===== config.mk =====
export PLATFORM = sky130hd
export DESIGN_NAME = astro_input_top
export DESIGN_NICKNAME = d
export VERILOG_FILES = /design/src/rtl/astro_input_pkg.sv /design/src/rtl/astro_input_top.sv /design/src/rtl/control_port_mux.sv /design/src/rtl/stick_axis_decoder.sv /design/src/rtl/paddle_conditioner.sv /design/src/rtl/ps2_button_decoder.sv /design/src/rtl/game_select.sv
export SDC_FILE = /design/constraint.sdc
export NUM_CORES = 1
export LEC_CHECK = 0
export ABC_AREA = 1
export BUFFER_PORTS_ARGS = -buffer_cell sky130_fd_sc_hd__buf_2
export CORE_MARGIN = 8
export CORE_UTILIZATION = 40
export CTS_BUF_LIST = sky130_fd_sc_hd__clkbuf_2 sky130_fd_sc_hd__clkbuf_4 sky130_fd_sc_hd__clkbuf_8
export DETAILED_ROUTE_END_ITERATION = 7
export PLACE_DENSITY = 0.7
export SYNTH_ARGS = -nofsm -noshare
export SYNTH_HDL_FRONTEND = slang
export SYNTH_HIERARCHICAL = 1
export SYNTH_SLANG_ARGS = --single-unit

===== constraint.sdc =====
create_clock -name clk_sys -period 1.4 [get_ports clk_sys]
set_input_delay 0.07 -clock clk_sys [delete_from_list [all_inputs] [get_ports clk_sys]]
set_output_delay 0.07 -clock clk_sys [all_outputs]
set_load 0.005 [all_outputs]

===== src/rtl/astro_input_pkg.sv =====
package astro_input_pkg;

	// ==========================================================
	// Loader ids and indices
	// ==========================================================
	localparam logic [7:0] GAME_SPACEZAP = 8'd3;
	localparam logic [7:0] GAME_GORF     = 8'd4;
	localparam logic [7:0] GAME_WOW      = 8'd5;
	localparam logic [7:0] GAME_ROBBY    = 8'd6; // ids 1 and 2 select nothing

	localparam logic [7:0] IDX_GAME_ID   = 8'd1;
	localparam logic [7:0] IDX_DIPS      = 8'd254;
	localparam int         NUM_DIP_BANKS = 4;

	// ==========================================================
	// Switch columns
	// ==========================================================
	localparam logic [7:0] COL_0    = 8'h01;
	localparam logic [7:0] COL_1    = 8'h02;
	localparam logic [7:0] COL_2    = 8'h04;
	localparam logic [7:0] COL_3    = 8'h08; // DIP column
	localparam logic [7:0] ROW_IDLE = 8'hFF;

	// Analog sticks
	localparam logic [7:0] PADDLE_CENTER = 8'd128;
	localparam int NUM_AXES   = 4;
	localparam int AXIS_P1_UD = 0;
	localparam int AXIS_P1_LR = 1;
	localparam int AXIS_P2_UD = 2;
	localparam int AXIS_P2_LR = 3;

	// ==========================================================
	// PS/2 codes
	// ==========================================================
	localparam logic [7:0] KEY_UP    = 8'h75; // arrows, E0 prefix ignored
	localparam logic [7:0] KEY_DOWN  = 8'h72;
	localparam logic [7:0] KEY_LEFT  = 8'h6B;
	localparam logic [7:0] KEY_RIGHT = 8'h74;

	localparam logic [8:0] KEY_FIRE1    = 9'h014; // ctrl
	localparam logic [8:0] KEY_FIRE2    = 9'h029; // space
	localparam logic [8:0] KEY_START1_F = 9'h005; // F1
	localparam logic [8:0] KEY_START2_F = 9'h006; // F2
	localparam logic [8:0] KEY_COIN_F   = 9'h004; // F3

	// MAME style layout
	localparam logic [8:0] KEY_START1   = 9'h016;
	localparam logic [8:0] KEY_START2   = 9'h01E;
	localparam logic [8:0] KEY_COIN     = 9'h02E;
	localparam logic [8:0] KEY_P2_UP    = 9'h02D;
	localparam logic [8:0] KEY_P2_DOWN  = 9'h02B;
	localparam logic [8:0] KEY_P2_LEFT  = 9'h023;
	localparam logic [8:0] KEY_P2_RIGHT = 9'h034;
	localparam logic [8:0] KEY_P2_FIRE1 = 9'h01C;
	localparam logic [8:0] KEY_P2_FIRE2 = 9'h01B;

endpackage

===== src/rtl/astro_input_top.sv =====
`timescale 1ns/1ps

module astro_input_top
	import astro_input_pkg::*;
(
	input  logic        clk_sys,
	input  logic        reset,
	input  logic        ioctl_wr,
	input  logic [7:0]  ioctl_index,
	input  logic [24:0] ioctl_addr,
	input  logic [7:0]  ioctl_dout,
	input  logic [10:0] ps2_key,
	input  logic [15:0] joystick_0,
	input  logic [15:0] joystick_1,
	input  logic [15:0] joystick_analog_0,
	input  logic [15:0] joystick_analog_1,
	input  logic [7:0]  col_select,
	output logic [7:0]  row_data
);

	logic [7:0]          dip_bank0;
	logic [7:0]          dip_bank2;
	logic [7:0]          dip_bank3;
	logic                is_spacezap;
	logic                is_gorf;
	logic                is_wow;
	logic                is_robby;
	logic [5:0]          key_p1;
	logic [5:0]          key_p2;
	logic                key_start1;
	logic                key_start2;
	logic                key_coin;
	logic [7:0]          paddle [NUM_AXES];
	logic [NUM_AXES-1:0] axis_dir0;
	logic [NUM_AXES-1:0] axis_dir1;
	logic [NUM_AXES-1:0] axis_move;

	// ==========================================================
	// Config and keyboard
	// ==========================================================
	game_select game_select_i (
		.clk_sys     (clk_sys),
		.reset       (reset),
		.ioctl_wr    (ioctl_wr),
		.ioctl_index (ioctl_index),
		.ioctl_addr  (ioctl_addr),
		.ioctl_dout  (ioctl_dout),
		.dip_bank0   (dip_bank0),
		.dip_bank2   (dip_bank2),
		.dip_bank3   (dip_bank3),
		.is_spacezap (is_spacezap),
		.is_gorf     (is_gorf),
		.is_wow      (is_wow),
		.is_robby    (is_robby)
	);

	ps2_button_decoder ps2_button_decoder_i (
		.clk_sys    (clk_sys),
		.reset      (reset),
		.ps2_key    (ps2_key),
		.key_p1     (key_p1),
		.key_p2     (key_p2),
		.key_start1 (key_start1),
		.key_start2 (key_start2),
		.key_coin   (key_coin)
	);

	// Analog path, two register stages
	paddle_conditioner paddle_conditioner_i (
		.clk_sys           (clk_sys),
		.reset             (reset),
		.joystick_analog_0 (joystick_analog_0),
		.joystick_analog_1 (joystick_analog_1),
		.paddle            (paddle)
	);

	for (genvar g = 0; g < NUM_AXES; g++) begin : g_axis
		stick_axis_decoder stick_axis_decoder_i (
			.clk_sys (clk_sys),
			.reset   (reset),
			.paddle  (paddle[g]),
			.dir0    (axis_dir0[g]),
			.dir1    (axis_dir1[g]),
			.move    (axis_move[g])
		);
	end

	control_port_mux control_port_mux_i (
		.is_spacezap (is_spacezap),
		.is_gorf     (is_gorf),
		.is_wow      (is_wow),
		.is_robby    (is_robby),
		.dip_bank0   (dip_bank0),
		.dip_bank2   (dip_bank2),
		.dip_bank3   (dip_bank3),
		.key_p1      (key_p1),
		.key_p2      (key_p2),
		.key_start1  (key_start1),
		.key_start2  (key_start2),
		.key_coin    (key_coin),
		.joystick_0  (joystick_0),
		.joystick_1  (joystick_1),
		.axis_dir0   (axis_dir0),
		.axis_dir1   (axis_dir1),
		.axis_move   (axis_move),
		.col_select  (col_select), // from the CPU, no register
		.row_data    (row_data)
	);

endmodule


===== src/rtl/control_port_mux.sv =====
`timescale 1ns/1ps

module control_port_mux
	import astro_input_pkg::*;
(
	input  logic                is_spacezap,
	input  logic                is_gorf,
	input  logic                is_wow,
	input  logic                is_robby,
	input  logic [7:0]          dip_bank0,
	input  logic [7:0]          dip_bank2,
	input  logic [7:0]          dip_bank3,
	input  logic [5:0]          key_p1,
	input  logic [5:0]          key_p2,
	input  logic                key_start1,
	input  logic                key_start2,
	input  logic                key_coin,
	input  logic [15:0]         joystick_0,
	input  logic [15:0]         joystick_1,
	input  logic [NUM_AXES-1:0] axis_dir0,
	input  logic [NUM_AXES-1:0] axis_dir1,
	input  logic [NUM_AXES-1:0] axis_move,
	input  logic [7:0]          col_select,
	output logic [7:0]          row_data
);

	logic [5:0] btn_p1;     // R L D U F1 F2
	logic [5:0] btn_p2;
	logic       btn_s1;
	logic       btn_s2;
	logic       btn_coin;
	logic [3:0] p1_dir_n;   // ~R ~L ~D ~U
	logic [3:0] p2_dir_n;
	logic [3:0] w1_dir_n;   // same order, from analog sticks
	logic [3:0] w2_dir_n;
	logic       w1_move;
	logic       w2_move;
	logic       votrax_status;
	logic [7:0] sz_row0, sz_row1, sz_row2;
	logic [7:0] gf_row0, gf_row1, gf_row2;
	logic [7:0] ww_row0, ww_row1, ww_row2;
	logic [7:0] rr_row0, rr_row1, rr_row2;
	logic [7:0] game_row0;
	logic [7:0] game_row1;
	logic [7:0] game_row2;

	// ==========================================================
	// Merged buttons
	// ==========================================================
	assign btn_p1   = key_p1 | joystick_0[5:0];
	assign btn_p2   = key_p2 | joystick_1[5:0];
	assign btn_s1   = key_start1 | joystick_0[6]; // starts and coin on pad 1 only
	assign btn_s2   = key_start2 | joystick_0[7];
	assign btn_coin = key_coin | joystick_0[8];

	assign p1_dir_n = ~{btn_p1[0], btn_p1[1], btn_p1[2], btn_p1[3]};
	assign p2_dir_n = ~{btn_p2[0], btn_p2[1], btn_p2[2], btn_p2[3]};

	// WoW stick, dir1 is up/right and dir0 down/left
	assign w1_dir_n = ~{axis_dir1[AXIS_P1_LR], axis_dir0[AXIS_P1_LR],
	                    axis_dir0[AXIS_P1_UD], axis_dir1[AXIS_P1_UD]};
	assign w2_dir_n = ~{axis_dir1[AXIS_P2_LR], axis_dir0[AXIS_P2_LR],
	                    axis_dir0[AXIS_P2_UD], axis_dir1[AXIS_P2_UD]};
	assign w1_move  = axis_move[AXIS_P1_UD] | axis_move[AXIS_P1_LR]; // either axis at the edge
	assign w2_move  = axis_move[AXIS_P2_UD] | axis_move[AXIS_P2_LR];

	assign votrax_status = 1'b1; // speech chip never busy

	// ==========================================================
	// Per-game rows, bit 7 first
	// ==========================================================
	assign sz_row0 = {2'b11, ~btn_s2, ~btn_s1, dip_bank2[1], 1'b1, ~btn_coin, 1'b1};
	assign sz_row1 = {3'b111, ~btn_p2[4], p2_dir_n};
	assign sz_row2 = {2'b11, dip_bank2[0], ~btn_p1[4], p1_dir_n};

	assign gf_row0 = {1'b0, dip_bank2[0], ~btn_s2, ~btn_s1, 1'b1, dip_bank2[1], ~btn_coin, 1'b1};
	assign gf_row1 = {3'b001, ~btn_p2[4], p2_dir_n};
	assign gf_row2 = {votrax_status, 2'b01, ~btn_p1[4], p1_dir_n};

	assign ww_row0 = {dip_bank2[2], ~btn_s2, ~btn_s1, 1'b1, dip_bank2[1], 1'b1, ~btn_coin, 1'b1};
	// Digital layout keeps fire2 uninverted, as the board reads it
	assign ww_row1 = dip_bank0[1] ? {2'b11, ~btn_p2[4], ~w2_move, w2_dir_n}
	                              : {2'b11, ~btn_p2[4], btn_p2[5], p2_dir_n};
	assign ww_row2 = dip_bank0[0] ? {votrax_status, 1'b1, ~btn_p1[4], ~w1_move, w1_dir_n}
	                              : {votrax_status, 1'b1, ~btn_p1[4], btn_p1[5], p1_dir_n};

	assign rr_row0 = {1'b0, ~btn_s2, ~btn_s1, 1'b1, dip_bank2[1], 1'b1, ~btn_coin, 1'b1};
	assign rr_row1 = {2'b11, ~btn_p2[4], 1'b1, p2_dir_n};
	assign rr_row2 = {2'b11, ~btn_p1[4], 1'b1, p1_dir_n};

	// Game pick, idle with no flag
	always_comb begin
		game_row0 = ROW_IDLE;
		game_row1 = ROW_IDLE;
		game_row2 = ROW_IDLE;
		if (is_spacezap) begin
			game_row0 = sz_row0;
			game_row1 = sz_row1;
			game_row2 = sz_row2;
		end else if (is_gorf) begin
			game_row0 = gf_row0;
			game_row1 = gf_row1;
			game_row2 = gf_row2;
		end else if (is_wow) begin
			game_row0 = ww_row0;
			game_row1 = ww_row1;
			game_row2 = ww_row2;
		end else if (is_robby) begin
			game_row0 = rr_row0;
			game_row1 = rr_row1;
			game_row2 = rr_row2;
		end
	end

	// Column strobe decode
	always_comb begin
		case (col_select)
			COL_0:   row_data = game_row0;
			COL_1:   row_data = game_row1;
			COL_2:   row_data = game_row2;
			COL_3:   row_data = dip_bank3; // every kept game
			default: row_data = ROW_IDLE;
		endcase
	end

endmodule


===== src/rtl/stick_axis_decoder.sv =====
`timescale 1ns/1ps

module stick_axis_decoder
	import astro_input_pkg::*;
(
	input  logic       clk_sys,
	input  logic       reset,
	input  logic [7:0] paddle,
	output logic       dir0,   // down or left
	output logic       dir1,   // up or right
	output logic       move
);

	logic [2:0] zone;

	// Eight zones across the travel
	assign zone = paddle[7:5];

	// ==========================================================
	// Zone decode
	// ==========================================================
	// Outer zones also press move, inner ones only steer
	always_ff @(posedge clk_sys or posedge reset) begin
		if (reset) begin
			dir0 <= 1'b0;
			dir1 <= 1'b0;
			move <= 1'b0;
		end else begin
			case (zone)
				3'd0: begin
					{dir0, dir1, move} <= 3'b101; // full low
				end
				3'd1: begin
					{dir0, dir1, move} <= 3'b100;
				end
				3'd6: begin
					{dir0, dir1, move} <= 3'b010;
				end
				3'd7: begin
					{dir0, dir1, move} <= 3'b011; // full high
				end
				default: begin
					{dir0, dir1, move} <= 3'b000; // zones 2 to 5 dead
				end
			endcase
		end
	end

endmodule


===== src/rtl/paddle_conditioner.sv =====
`timescale 1ns/1ps

module paddle_conditioner
	import astro_input_pkg::*;
(
	input  logic        clk_sys,
	input  logic        reset,
	input  logic [15:0] joystick_analog_0, // Y high, X low, both signed
	input  logic [15:0] joystick_analog_1,
	output logic [7:0]  paddle [NUM_AXES]
);

	logic [7:0] paddle_next [NUM_AXES];

	// Offset by centre, wraps mod 256 so sign needs no extension
	// Y inverted first, pushing the stick up gives a large paddle
	always_comb begin
		paddle_next[AXIS_P1_UD] = PADDLE_CENTER + ~joystick_analog_0[15:8];
		paddle_next[AXIS_P1_LR] = PADDLE_CENTER + joystick_analog_0[7:0];
		paddle_next[AXIS_P2_UD] = PADDLE_CENTER + ~joystick_analog_1[15:8];
		paddle_next[AXIS_P2_LR] = PADDLE_CENTER + joystick_analog_1[7:0];
	end

	always_ff @(posedge clk_sys or posedge reset) begin
		if (reset) begin
			for (int i = 0; i < NUM_AXES; i++) begin
				paddle[i] <= PADDLE_CENTER; // centre, dead zone
			end
		end else begin
			for (int i = 0; i < NUM_AXES; i++) begin
				paddle[i] <= paddle_next[i];
			end
		end
	end

endmodule


===== src/rtl/ps2_button_decoder.sv =====
`timescale 1ns/1ps

module ps2_button_decoder
	import astro_input_pkg::*;
(
	input  logic        clk_sys,
	input  logic        reset,
	input  logic [10:0] ps2_key,
	output logic [5:0]  key_p1,     // R L D U F1 F2 from bit 0
	output logic [5:0]  key_p2,
	output logic        key_start1,
	output logic        key_start2,
	output logic        key_coin
);

	logic       toggle_q; // previous event toggle
	logic       pressed;
	logic [8:0] code;
	logic       start1_f;
	logic       start2_f;
	logic       coin_f;
	logic       start1_m;
	logic       start2_m;
	logic       coin_m;

	assign pressed = ps2_key[9];
	assign code    = ps2_key[8:0];

	always_ff @(posedge clk_sys or posedge reset) begin
		if (reset) begin
			toggle_q <= 1'b0;
			key_p1   <= '0;
			key_p2   <= '0;
			start1_f <= 1'b0;
			start2_f <= 1'b0;
			coin_f   <= 1'b0;
			start1_m <= 1'b0;
			start2_m <= 1'b0;
			coin_m   <= 1'b0;
		end else begin
			toggle_q <= ps2_key[10];
			if (toggle_q != ps2_key[10]) begin // new key event
				// Arrows match on low byte only
				case (code[7:0])
					KEY_RIGHT: key_p1[0] <= pressed;
					KEY_LEFT:  key_p1[1] <= pressed;
					KEY_DOWN:  key_p1[2] <= pressed;
					KEY_UP:    key_p1[3] <= pressed;
					default: ;
				endcase
				case (code)
					KEY_FIRE1:    key_p1[4] <= pressed;
					KEY_FIRE2:    key_p1[5] <= pressed;
					KEY_START1_F: start1_f  <= pressed;
					KEY_START2_F: start2_f  <= pressed;
					KEY_COIN_F:   coin_f    <= pressed;
					KEY_START1:   start1_m  <= pressed;
					KEY_START2:   start2_m  <= pressed;
					KEY_COIN:     coin_m    <= pressed;
					KEY_P2_RIGHT: key_p2[0] <= pressed; // player 2 on R D F G
					KEY_P2_LEFT:  key_p2[1] <= pressed;
					KEY_P2_DOWN:  key_p2[2] <= pressed;
					KEY_P2_UP:    key_p2[3] <= pressed;
					KEY_P2_FIRE1: key_p2[4] <= pressed;
					KEY_P2_FIRE2: key_p2[5] <= pressed;
					default: ;
				endcase
			end
		end
	end

	// F-key and MAME codes held independently
	assign key_start1 = start1_f | start1_m;
	assign key_start2 = start2_f | start2_m;
	assign key_coin   = coin_f | coin_m;

endmodule


===== src/rtl/game_select.sv =====
`timescale 1ns/1ps

module game_select
	import astro_input_pkg::*;
(
	input  logic        clk_sys,
	input  logic        reset,
	input  logic        ioctl_wr,
	input  logic [7:0]  ioctl_index,
	input  logic [24:0] ioctl_addr,
	input  logic [7:0]  ioctl_dout,
	output logic [7:0]  dip_bank0,
	output logic [7:0]  dip_bank2,
	output logic [7:0]  dip_bank3,
	output logic        is_spacezap,
	output logic        is_gorf,
	output logic        is_wow,
	output logic        is_robby
);

	logic [7:0] game_id;                  // last id seen on the loader
	logic [7:0] dip_bank [NUM_DIP_BANKS]; // bank 1 kept but not read by these games

	// Game id capture
	always_ff @(posedge clk_sys or posedge reset) begin
		if (reset) begin
			game_id <= '0;
		end else if (ioctl_wr && ioctl_index == IDX_GAME_ID) begin
			game_id <= ioctl_dout;
		end
	end

	// DIP bytes, addresses past the last bank dropped
	always_ff @(posedge clk_sys or posedge reset) begin
		if (reset) begin
			for (int i = 0; i < NUM_DIP_BANKS; i++) begin
				dip_bank[i] <= '0;
			end
		end else if (ioctl_wr && ioctl_index == IDX_DIPS &&
		             ioctl_addr < 25'(NUM_DIP_BANKS)) begin
			dip_bank[ioctl_addr[1:0]] <= ioctl_dout;
		end
	end

	// Flags lag the id by one edge
	always_ff @(posedge clk_sys or posedge reset) begin
		if (reset) begin
			is_spacezap <= 1'b0;
			is_gorf     <= 1'b0;
			is_wow      <= 1'b0;
			is_robby    <= 1'b0;
		end else begin
			is_spacezap <= (game_id == GAME_SPACEZAP);
			is_gorf     <= (game_id == GAME_GORF);
			is_wow      <= (game_id == GAME_WOW);
			is_robby    <= (game_id == GAME_ROBBY);
		end
	end

	assign dip_bank0 = dip_bank[0]; // WoW analog stick enables
	assign dip_bank2 = dip_bank[2];
	assign dip_bank3 = dip_bank[3]; // straight to column 3

endmodule


==> results of run 1 <==
[final timing paths]
path,startpoint,slack [ns],end
hold / removal,ioctl_dout[1],0.02,game_select_i/dip_bank2[1]
hold reg to reg,paddle_conditioner_i/paddle[14],0.46,g_axis[2].stick_axis_decoder_i/dir0
setup / recovery,game_select_i/is_gorf,-0.36,row_data[1]
setup reg to reg,ps2_button_decoder_i/toggle_q,0.26,ps2_button_decoder_i/key_p1[2]
min in group asynchronous,reset,0.17,g_axis[2].stick_axis_decoder_i/dir0
max in group asynchronous,reset,0.78,game_select_i/is_wow
[final cells by class]
| type | instances | area share |
|---|---|---|
| tap | 133 | 0.03196 |
| inverter | 95 | 0.06992 |
| clock inverter | 5 | 0.007448 |
| multi-input combinational | 393 | 0.3856 |
| clock buffer | 11 | 0.02667 |
| timing repair buffer | 127 | 0.1504 |
| sequential | 68 | 0.3280 |
[routing by layer]
metal,routed length (µm),vias to the layer above,part of all wire
met2,5131,106,0.50
met5,0,-,0
met4,219,0,0.021
li1,-,1993,-
met3,643,22,0.063
met1,4217,1720,0.41
[power by group through the flow]
| stage | Sequential (µW) | Combinational (µW) | Clock (µW) |
|---|---|---|---|
| floorplan | 2110 | 249 | 0 |
| global placement | 2120 | 452 | 0 |
| detailed placement | 2120 | 470 | 0 |
| CTS | 2090 | 520 | 1470 |
| global route | 2090 | 589 | 1580 |
| finish | 2090 | 520 | 1430 |
[worst reg2reg max path, delay by kind of cell (launching register included)]
kind / cells / cell delay [ns]
buffers and inverters: 1 / 0.15
DFF: 1 / 0.38
AOI/OAI and AO/OA: 1 / 0.09
and+or+nand+nor: 4 / 0.39
[flip-flops by register name (all words and copies together) (netlist names)]
| name | flops |
|---|---|
| ps2_button_decoder_i/start1_m | 1 |
| paddle_conditioner_i/paddle | 12 |
| ps2_button_decoder_i/coin_m | 1 |
| g_axis.stick_axis_decoder_i/dir0 | 4 |
| game_select_i/game_id | 8 |
| game_select_i/is_spacezap | 1 |
| ps2_button_decoder_i/key_p2 | 6 |
| game_select_i/is_robby | 1 |
| ps2_button_decoder_i/coin_f | 1 |
| game_select_i/dip_bank3 | 8 |
| ps2_button_decoder_i/start2_m | 1 |
| game_select_i/dip_bank0 | 2 |
| ps2_button_decoder_i/start2_f | 1 |
| g_axis.stick_axis_decoder_i/dir1 | 4 |
| game_select_i/is_wow | 1 |
| ps2_button_decoder_i/start1_f | 1 |
| g_axis.stick_axis_decoder_i/move | 4 |
| game_select_i/dip_bank2 | 3 |
| game_select_i/is_gorf | 1 |
| ps2_button_decoder_i/key_p1 | 6 |
| ps2_button_decoder_i/toggle_q | 1 |
[metrics by stage]
step                area [µm²]  power [µW]  hold WS [ns]  cells    util
floorplan                 4000        2360       -0.1764    560       -
CTS                       5159        4079      0.003978    831  0.5302
finish                    5207        4033       0.01583    832  0.5352
detailed placement        4639        2594      0.003093    789  0.4769
global route              5207        4263       0.01433    832  0.5352
global placement          4639        2571     0.0007374    789  0.4769
[timing repair]
| item | CTS | global route |
|---|---|---|
| resized for setup | 27 | 11 |
| hold endpoints to repair | 89 | 0 |
| setup endpoints to repair | 8 | 8 |
| setup buffers | 5 | 1 |
| hold buffers | 21 | 0 |
| pin swaps | 17 | 9 |
| gates cloned | 0 | 0 |
==> run metrics, run 1 <==
CP Capture Type=output port; initial core utilization=0.4111; final WL=10210 µm; antenna cells=0; failing checks=setup timing; max_cap viols=0; total vias in the final route=3841; slowest CP cell=dfrtp_1; die height=116 µm; Mean Syn Cell Area=between 7 and 8 µm²; Setup Skew=0.003810 ns; met3 usage=0.04065; commonest non-fill, non-tap cell in the layout=nand2_1; Hold WC Path Type=input port to flip-flop; Synthesis Warnings=6; gr usage total=0.1549; LEAKAGE=0.002671 µW; post-layout min period=1.762 ns; largest net degree at the start of global routing=26; Rows=36; Die ar.=approximately 0.013 mm²; Slew @ Worst Pin=around 0.47 ns; DIE WIDTH=between 100 and 150 µm; Max-slew headroom=0.6883; final worst setup slack=-0.3623 ns; Bufs and invs on worst path=2; first-pass GRT wire length=16630 µm; fill count=918; Worst Path Arrival=around 1.7 ns; Vias/cell=4.617; Clock Path Buffers=2; CP delay by family, top=simple AND/OR/NAND/NOR gates; worst reg2reg path depth=6; mapped cell area=0.004000 mm²; nets=821; gr busiest metal=met2; Clock Latency Late Sink=0.34 ns; crit path kind=flip-flop to output port; Clk pwr share=0.354; Area growth, synth to finish=30.18%; htree depth=3; Pint=2954 µW; Initial DRT Pass Iterations=5; met1 Use GR=0.1803; most frequent cells in the layout=nand2_1 (171), buf_2 (97), inv_1 (82); P per Cell Area=774.5 mW/mm²; count of pins over their slew limit=0; maximum VDD drop=617.3 µV; total net switching power=1080 µW; Comb pwr share=0.129; DP HPWL=just over 8000 µm; final period utilization=1.259; hold depth=3; Top-Level Pins=approximately 140; global route overflow=0; Place WS=-0.006021 ns; CP max FO=8; Detailed Route Iter0 Violations=191; Num CTS Buffers=9; TNS Setup=-2.148 ns; RSZ-0062 raised after global routing=yes; DR DRC count=0; Port-buffer cells=97; multi-input logic area=0.002008 mm²; Seq pwr share=0.517; final setup violation count=8; layout cells sized above 1=0.3119; status=complete, but fails checks; Worst-path clk slew=~0.070 ns; Final ANT Viol Nets=0; final hold vios=0; WL/cell=roughly 12 µm; Startpoint Class=flip-flop; Net Sw Frac=0.2676; initial antenna violation count=0; vias in the first global route=3820; critical path cell sequence=nor2_4 > buf_12 > nand2_8 > o211ai_1 > nand2_1 > nand3_2 > buf_2; met2 Resource Use GR=0.2686; area of the core=0.009729 mm²; CP peak stage delay=around 0.43 ns; cells after synthesis=560; critical path depth in cells=7; root buffer cell=clkbuf_8; routability congestion estimate=roughly 0.94; syn nets=roughly 690; CTS tree=yes; CTS Sinks=68; required time worst endpoint=1.33 ns; FMAX=0.5674 GHz; FF+latch area=around 0.0017 mm²
Power figures use the tool's default switching activity.
==> inputs of run 2 (changes only) <==
Settings changed: CTS_BUF_LIST sky130_fd_sc_hd__clkbuf_2 sky130_fd_sc_hd__clkbuf_4 sky130_fd_sc_hd__clkbuf_8 to sky130_fd_sc_hd__clkbuf_4, RECOVER_POWER set to 50.
==> run metrics, run 2 (synthesized netlist as in run 1, its figures left out) <==
commonest non-fill, non-tap cell in the layout=nand2_1; P per Cell Area=716.3 mW/mm² (-7.5%); maximum VDD drop=678.0 µV (+9.8%); Die ar.=0.01346 mm² (unchanged); worst reg2reg path depth=6 (unchanged); vias in the first global route=3837 (+0.45%); CP Capture Type=output port; Worst-path clk slew=0.12 ns (+0.05 ns); final hold vios=0 (unchanged); htree depth=3 (unchanged); Reg-to-Reg End=ps2_button_decoder_i/key_p2[5]; Vias/cell=4.597 (-0.42%); most frequent cells in the layout=nand2_1 (171), buf_2 (95), inv_1 (83); initial antenna violation count=0 (unchanged); Port-buffer cells=97 (unchanged); hold path endpoint=ps2_button_decoder_i/key_p2[4]; first-pass GRT wire length=16860 µm (+1.4%); Rows=36 (unchanged); gr usage total=0.1579 (+0.002969); failing checks=setup timing; FMAX=0.5626 GHz (-0.86%); crit path kind=flip-flop to output port; Reg with most FFs=paddle_conditioner_i/paddle; Final ANT Viol Nets=0 (unchanged); post-layout min period=1.778 ns (+0.01523 ns); worst reg-to-reg setup slack=0.24 ns (-0.02 ns); Largest register FFs=12 (unchanged); count of pins over their slew limit=0 (unchanged); Area growth, synth to finish=30.00%; initial core utilization=0.4111 (unchanged); required time worst endpoint=1.33 ns (about the same); Top-Level Pins=135 (unchanged); TNS Setup=-2.391 ns (-0.2430 ns); RSZ-0062 raised after global routing=yes; Clock Latency Late Sink=0.41 ns (+0.07 ns); final setup violation count=8 (unchanged); DR DRC count=0 (unchanged); status=complete, but fails checks; final WL=10350 µm (+1.3%); antenna cells=0 (unchanged); die height=116 µm (unchanged); DP HPWL=8151 µm (unchanged); LEAKAGE=0.002674 µW (+0.12%); multi-input logic area=0.001993 mm² (-0.75%); Worst Path Arrival=1.71 ns (+0.02 ns); total power=3725 µW (-7.6%); global route overflow=0 (unchanged); fill count=922 (+0.44%); hold path start=ps2_key[0]; Clock Path Buffers=2 (unchanged); Detailed Route Iter0 Violations=205 (+7.3%); nets=828 (+0.85%); layout cells sized above 1=0.3003 (-0.01159); Num CTS Buffers=9 (unchanged); final worst setup slack=-0.3776 ns (-0.01523 ns); routability congestion estimate=0.9422 (unchanged); CTS Sinks=68 (unchanged); Startpoint Class=flip-flop; WL/cell=12.33 µm (+0.50%); Max-slew headroom=0.6018 (-0.08652); FF+latch area=0.001708 mm² (unchanged); Reg-to-Reg Start=ps2_button_decoder_i/toggle_q; hold depth=5 (+2); Initial DRT Pass Iterations=5 (unchanged); WHS=0.06425 ns (+0.04842 ns); largest net degree at the start of global routing=26 (unchanged); CTS tree=yes; DIE WIDTH=116 µm (unchanged); Setup Skew=0.01103 ns (+0.007224 ns); total vias in the final route=3857 (+0.42%); area of the core=0.009729 mm² (unchanged); max_cap viols=0 (unchanged); Hold WC Path Type=input port to flip-flop; CP max FO=6 (-2); root buffer cell=clkbuf_4; Slew @ Worst Pin=0.5973 ns (+0.1313 ns); final period utilization=1.270 (+0.01088)
run 2: cell count changes in the layout (fill, tap and decap cells not counted), sizes merged:
cell | previous run | this run
dlygate4sd3 | 21 | 30
buf | 106 | 100
clkbuf | 11 | 15
run 2: routing by layer:
layer	part of all wire	global-route usage
met1	0.42	0.1844
met2	0.51	0.2740
met3	0.056	0.04482
met4	0.012	0.04754
met5	0	0
run 2: how the worst max path moves through the flow:
stage | startpoint | endpoint | slack, ns | cells past startpoint
2_1_floorplan | ps2_button_decoder_i/start1_m | row_data[4] | 0.16 | 5
3_3_place_gp | ps2_button_decoder_i/start1_m | row_data[4] | 0.02 | 6
3_5_place_dp | ps2_button_decoder_i/start1_m | row_data[4] | -0.006 | 6
4_1_cts | game_select_i/is_spacezap | row_data[5] | -0.39 | 10
5_1_grt | game_select_i/is_gorf | row_data[5] | -0.53 | 10
6_report | game_select_i/is_gorf | row_data[5] | -0.38 | 10
run 2: worst max-delay path: stages (launching register included):
cell and delay (ns):
dfrtp_1 0.43, nor2_4 0.14, buf_12 0.15, inv_8 0.05, nor2_8 0.12, nand2_2 0.06
nand2_2 0.06, nand2_1 0.04, nor2_1 0.08, nand3_1 0.07, buf_2 0.13
run 2: layout make-up:
| cell class | instances | area share |
|---|---|---|
| multi-input cells | 393 | 0.3833 |
| well taps | 133 | 0.03200 |
| inverters | 95 | 0.07002 |
| clock inverters | 5 | 0.007459 |
| flip-flops and latches | 68 | 0.3284 |
| repair buffers | 134 | 0.1629 |
| clock buffers | 11 | 0.01588 |
run 2: repair_timing:
action	CTS	global route
pin swaps	10	7
endpoints found under the hold margin	107	0
hold buffers	30	0
setup endpoints to repair	8	8
buffers inserted	3	1
gates cloned	0	0
resized for setup	25	9
run 2: through the flow:
stage | cell area (µm²) | cells | util | setup slack [ns]
after floorplan | 4000 | 560 | - | 0.1591
after global placement | 4639 | 789 | 0.4769 | 0.02318
after detailed placement | 4639 | 789 | 0.4769 | -0.006021
after CTS | 5172 | 838 | 0.5316 | -0.3924
after global routing | 5200 | 839 | 0.5345 | -0.5290
final | 5200 | 839 | 0.5345 | -0.3776
run 2: power breakdown:
part	total [µW]	internal [µW]	switching, µW
clock	1100	411	688
sequential	2090	2040	41.6
combinational	540	235	305
total	3720	2690	1030
==> inputs of run 3 (changes only) <==
Settings changed: ABC_AREA 1 to unset, SLEW_MARGIN set to 20.
==> run metrics, run 3 <==
final period utilization=1.416 (+0.1460); die height=111.3 µm (-4.0%); Vias/cell=5.317 (+16%); global route overflow=0 (unchanged); final WL=9613 µm (-7.1%); final setup violation count=8 (unchanged); gr usage total=0.1519 (-0.005969); Place WS=-0.2281 ns (-0.2221 ns); mapped cell area=0.003636 mm² (-9.1%); routability congestion estimate=0.8912 (-5.4%); first-pass GRT wire length=15570 µm (-7.7%); initial core utilization=0.4149 (+0.003769); Rows=34 (-5.6%); TNS Setup=-4.069 ns (-1.678 ns); Mean Syn Cell Area=11.62 µm² (+63%); Initial DRT Pass Iterations=4 (-1); max_cap viols=0 (unchanged); final worst setup slack=-0.5820 ns (-0.2044 ns); vias in the first global route=3206 (-16%); fill count=738 (-20%); P per Cell Area=796.1 mW/mm² (+11%); multi-input logic area=0.001973 mm² (-1.0%); status=complete, but fails checks; Worst Path Arrival=1.91 ns (+0.20 ns); nets=604 (-27%); Top-Level Pins=135 (unchanged); DR DRC count=0 (unchanged); CTS tree=yes; DP HPWL=7701 µm (-5.5%); root buffer cell=clkbuf_4; FMAX=0.5045 GHz (-10%); htree depth=3 (unchanged); Area growth, synth to finish=40.16%; commonest non-fill, non-tap cell in the layout=buf_2; Worst-path clk slew=0.10 ns (-0.02 ns); Synthesis Warnings=6 (unchanged); Detailed Route Iter0 Violations=171 (-17%); LEAKAGE=0.002397 µW (-10%); Max-slew headroom=0.6078 (+0.005966); layout cells sized above 1=0.5104 (+0.2101); largest net degree at the start of global routing=26 (unchanged); most frequent cells in the layout=buf_2 (95), dfrtp_1 (60), buf_4 (39); CTS Sinks=68 (unchanged); Clock Latency Late Sink=0.39 ns (-0.02 ns); Setup Skew=0.02184 ns (+0.01080 ns); count of pins over their slew limit=0 (unchanged); Startpoint Class=flip-flop; FF+latch area=0.001712 mm² (+0.22%); maximum VDD drop=636.4 µV (-6.1%); crit path kind=flip-flop to output port; failing checks=setup timing; syn nets=440 (-36%); RSZ-0062 raised after global routing=yes; Final ANT Viol Nets=0 (unchanged); area of the core=0.008763 mm² (-9.9%); CP Capture Type=output port; final hold vios=0 (unchanged); Reg with most FFs=paddle_conditioner_i/paddle; post-layout min period=1.982 ns (+0.2044 ns); Largest register FFs=12 (unchanged); Clock Path Buffers=2 (unchanged); Slew @ Worst Pin=0.5884 ns (-0.008949 ns); total vias in the final route=3137 (-19%); Hold WC Path Type=input port to flip-flop; Num CTS Buffers=9 (unchanged); initial antenna violation count=0 (unchanged); total power=4057 µW (+8.9%); required time worst endpoint=1.33 ns (about the same); WL/cell=16.29 µm (+32%); cells after synthesis=313 (-44%); DIE WIDTH=111.3 µm (-4.0%); antenna cells=0 (unchanged); CP max FO=7 (+1); Port-buffer cells=97 (unchanged); Die ar.=0.01240 mm² (-7.9%)
## run 3: routing by layer
metal  GRT usage  vias up  wire [µm]
met5           0        -          0
met4     0.03289        0        103
met3     0.04938        9        785
met2      0.2402      126       4455
met1      0.1979     1492       4268
li1            -     1510          -
## run 3: critical path, stage by stage (launching register included)
cell,delay [ns]
dfrtp_2,0.49
nand4bb_4,0.27
mux2i_2,0.24
a211oi_2,0.11
o211ai_1,0.25
buf_2,0.18
## run 3: timing repair
item,CTS,global route
hold buffers,22,0
endpoints found under the hold margin,98,0
pin swaps,6,2
setup endpoints to repair,8,12
buffers inserted,2,2
gates resized for setup,8,11
## run 3: path summary, 6_finish.rpt
check,startpoint,to,slack (ns),cells after the start
setup / recovery,game_select_i/is_spacezap,row_data[2],-0.58,5
hold / removal,ioctl_addr[1],game_select_i/dip_bank0[0],0.11,3
setup reg to reg,ps2_button_decoder_i/toggle_q,ps2_button_decoder_i/start2_f,0.12,4
hold reg to reg,paddle_conditioner_i/paddle[14],g_axis[2].stick_axis_decoder_i/dir0,0.44,1
max in group asynchronous,reset,game_select_i/is_spacezap,0.49,4
min in group asynchronous,reset,g_axis[3].stick_axis_decoder_i/dir0,0.20,3
## run 3: cell type report
cell class	instances	share of cell area
inverters	17	0.01252
multi-input cells	218	0.3872
repair buffers	163	0.2075
well taps	108	0.02652
flip-flops and latches	68	0.3359
clock inverters	6	0.01571
clock buffers	10	0.01473
## run 3: per-stage QoR
| step | utilization | instances | hold slack (ns) | area (µm²) |
|---|---|---|---|---|
| after global placement | 0.5288 | 549 | 0.008394 | 4634 |
| after global routing | 0.5815 | 590 | 0.07707 | 5096 |
| after floorplan | - | 313 | -0.1764 | 3729 |
| after detailed placement | 0.5288 | 549 | 0.01057 | 4634 |
| final | 0.5815 | 590 | 0.1134 | 5096 |
| after CTS | 0.5740 | 588 | 0.07717 | 5030 |
## run 3: where the power goes
part           leakage [µW]  internal, µW  switching [µW]
registers          0.000892          2040            38.8
logic               0.00142           326             288
clock network     0.0000815           731             637
total               0.00240          3090             964
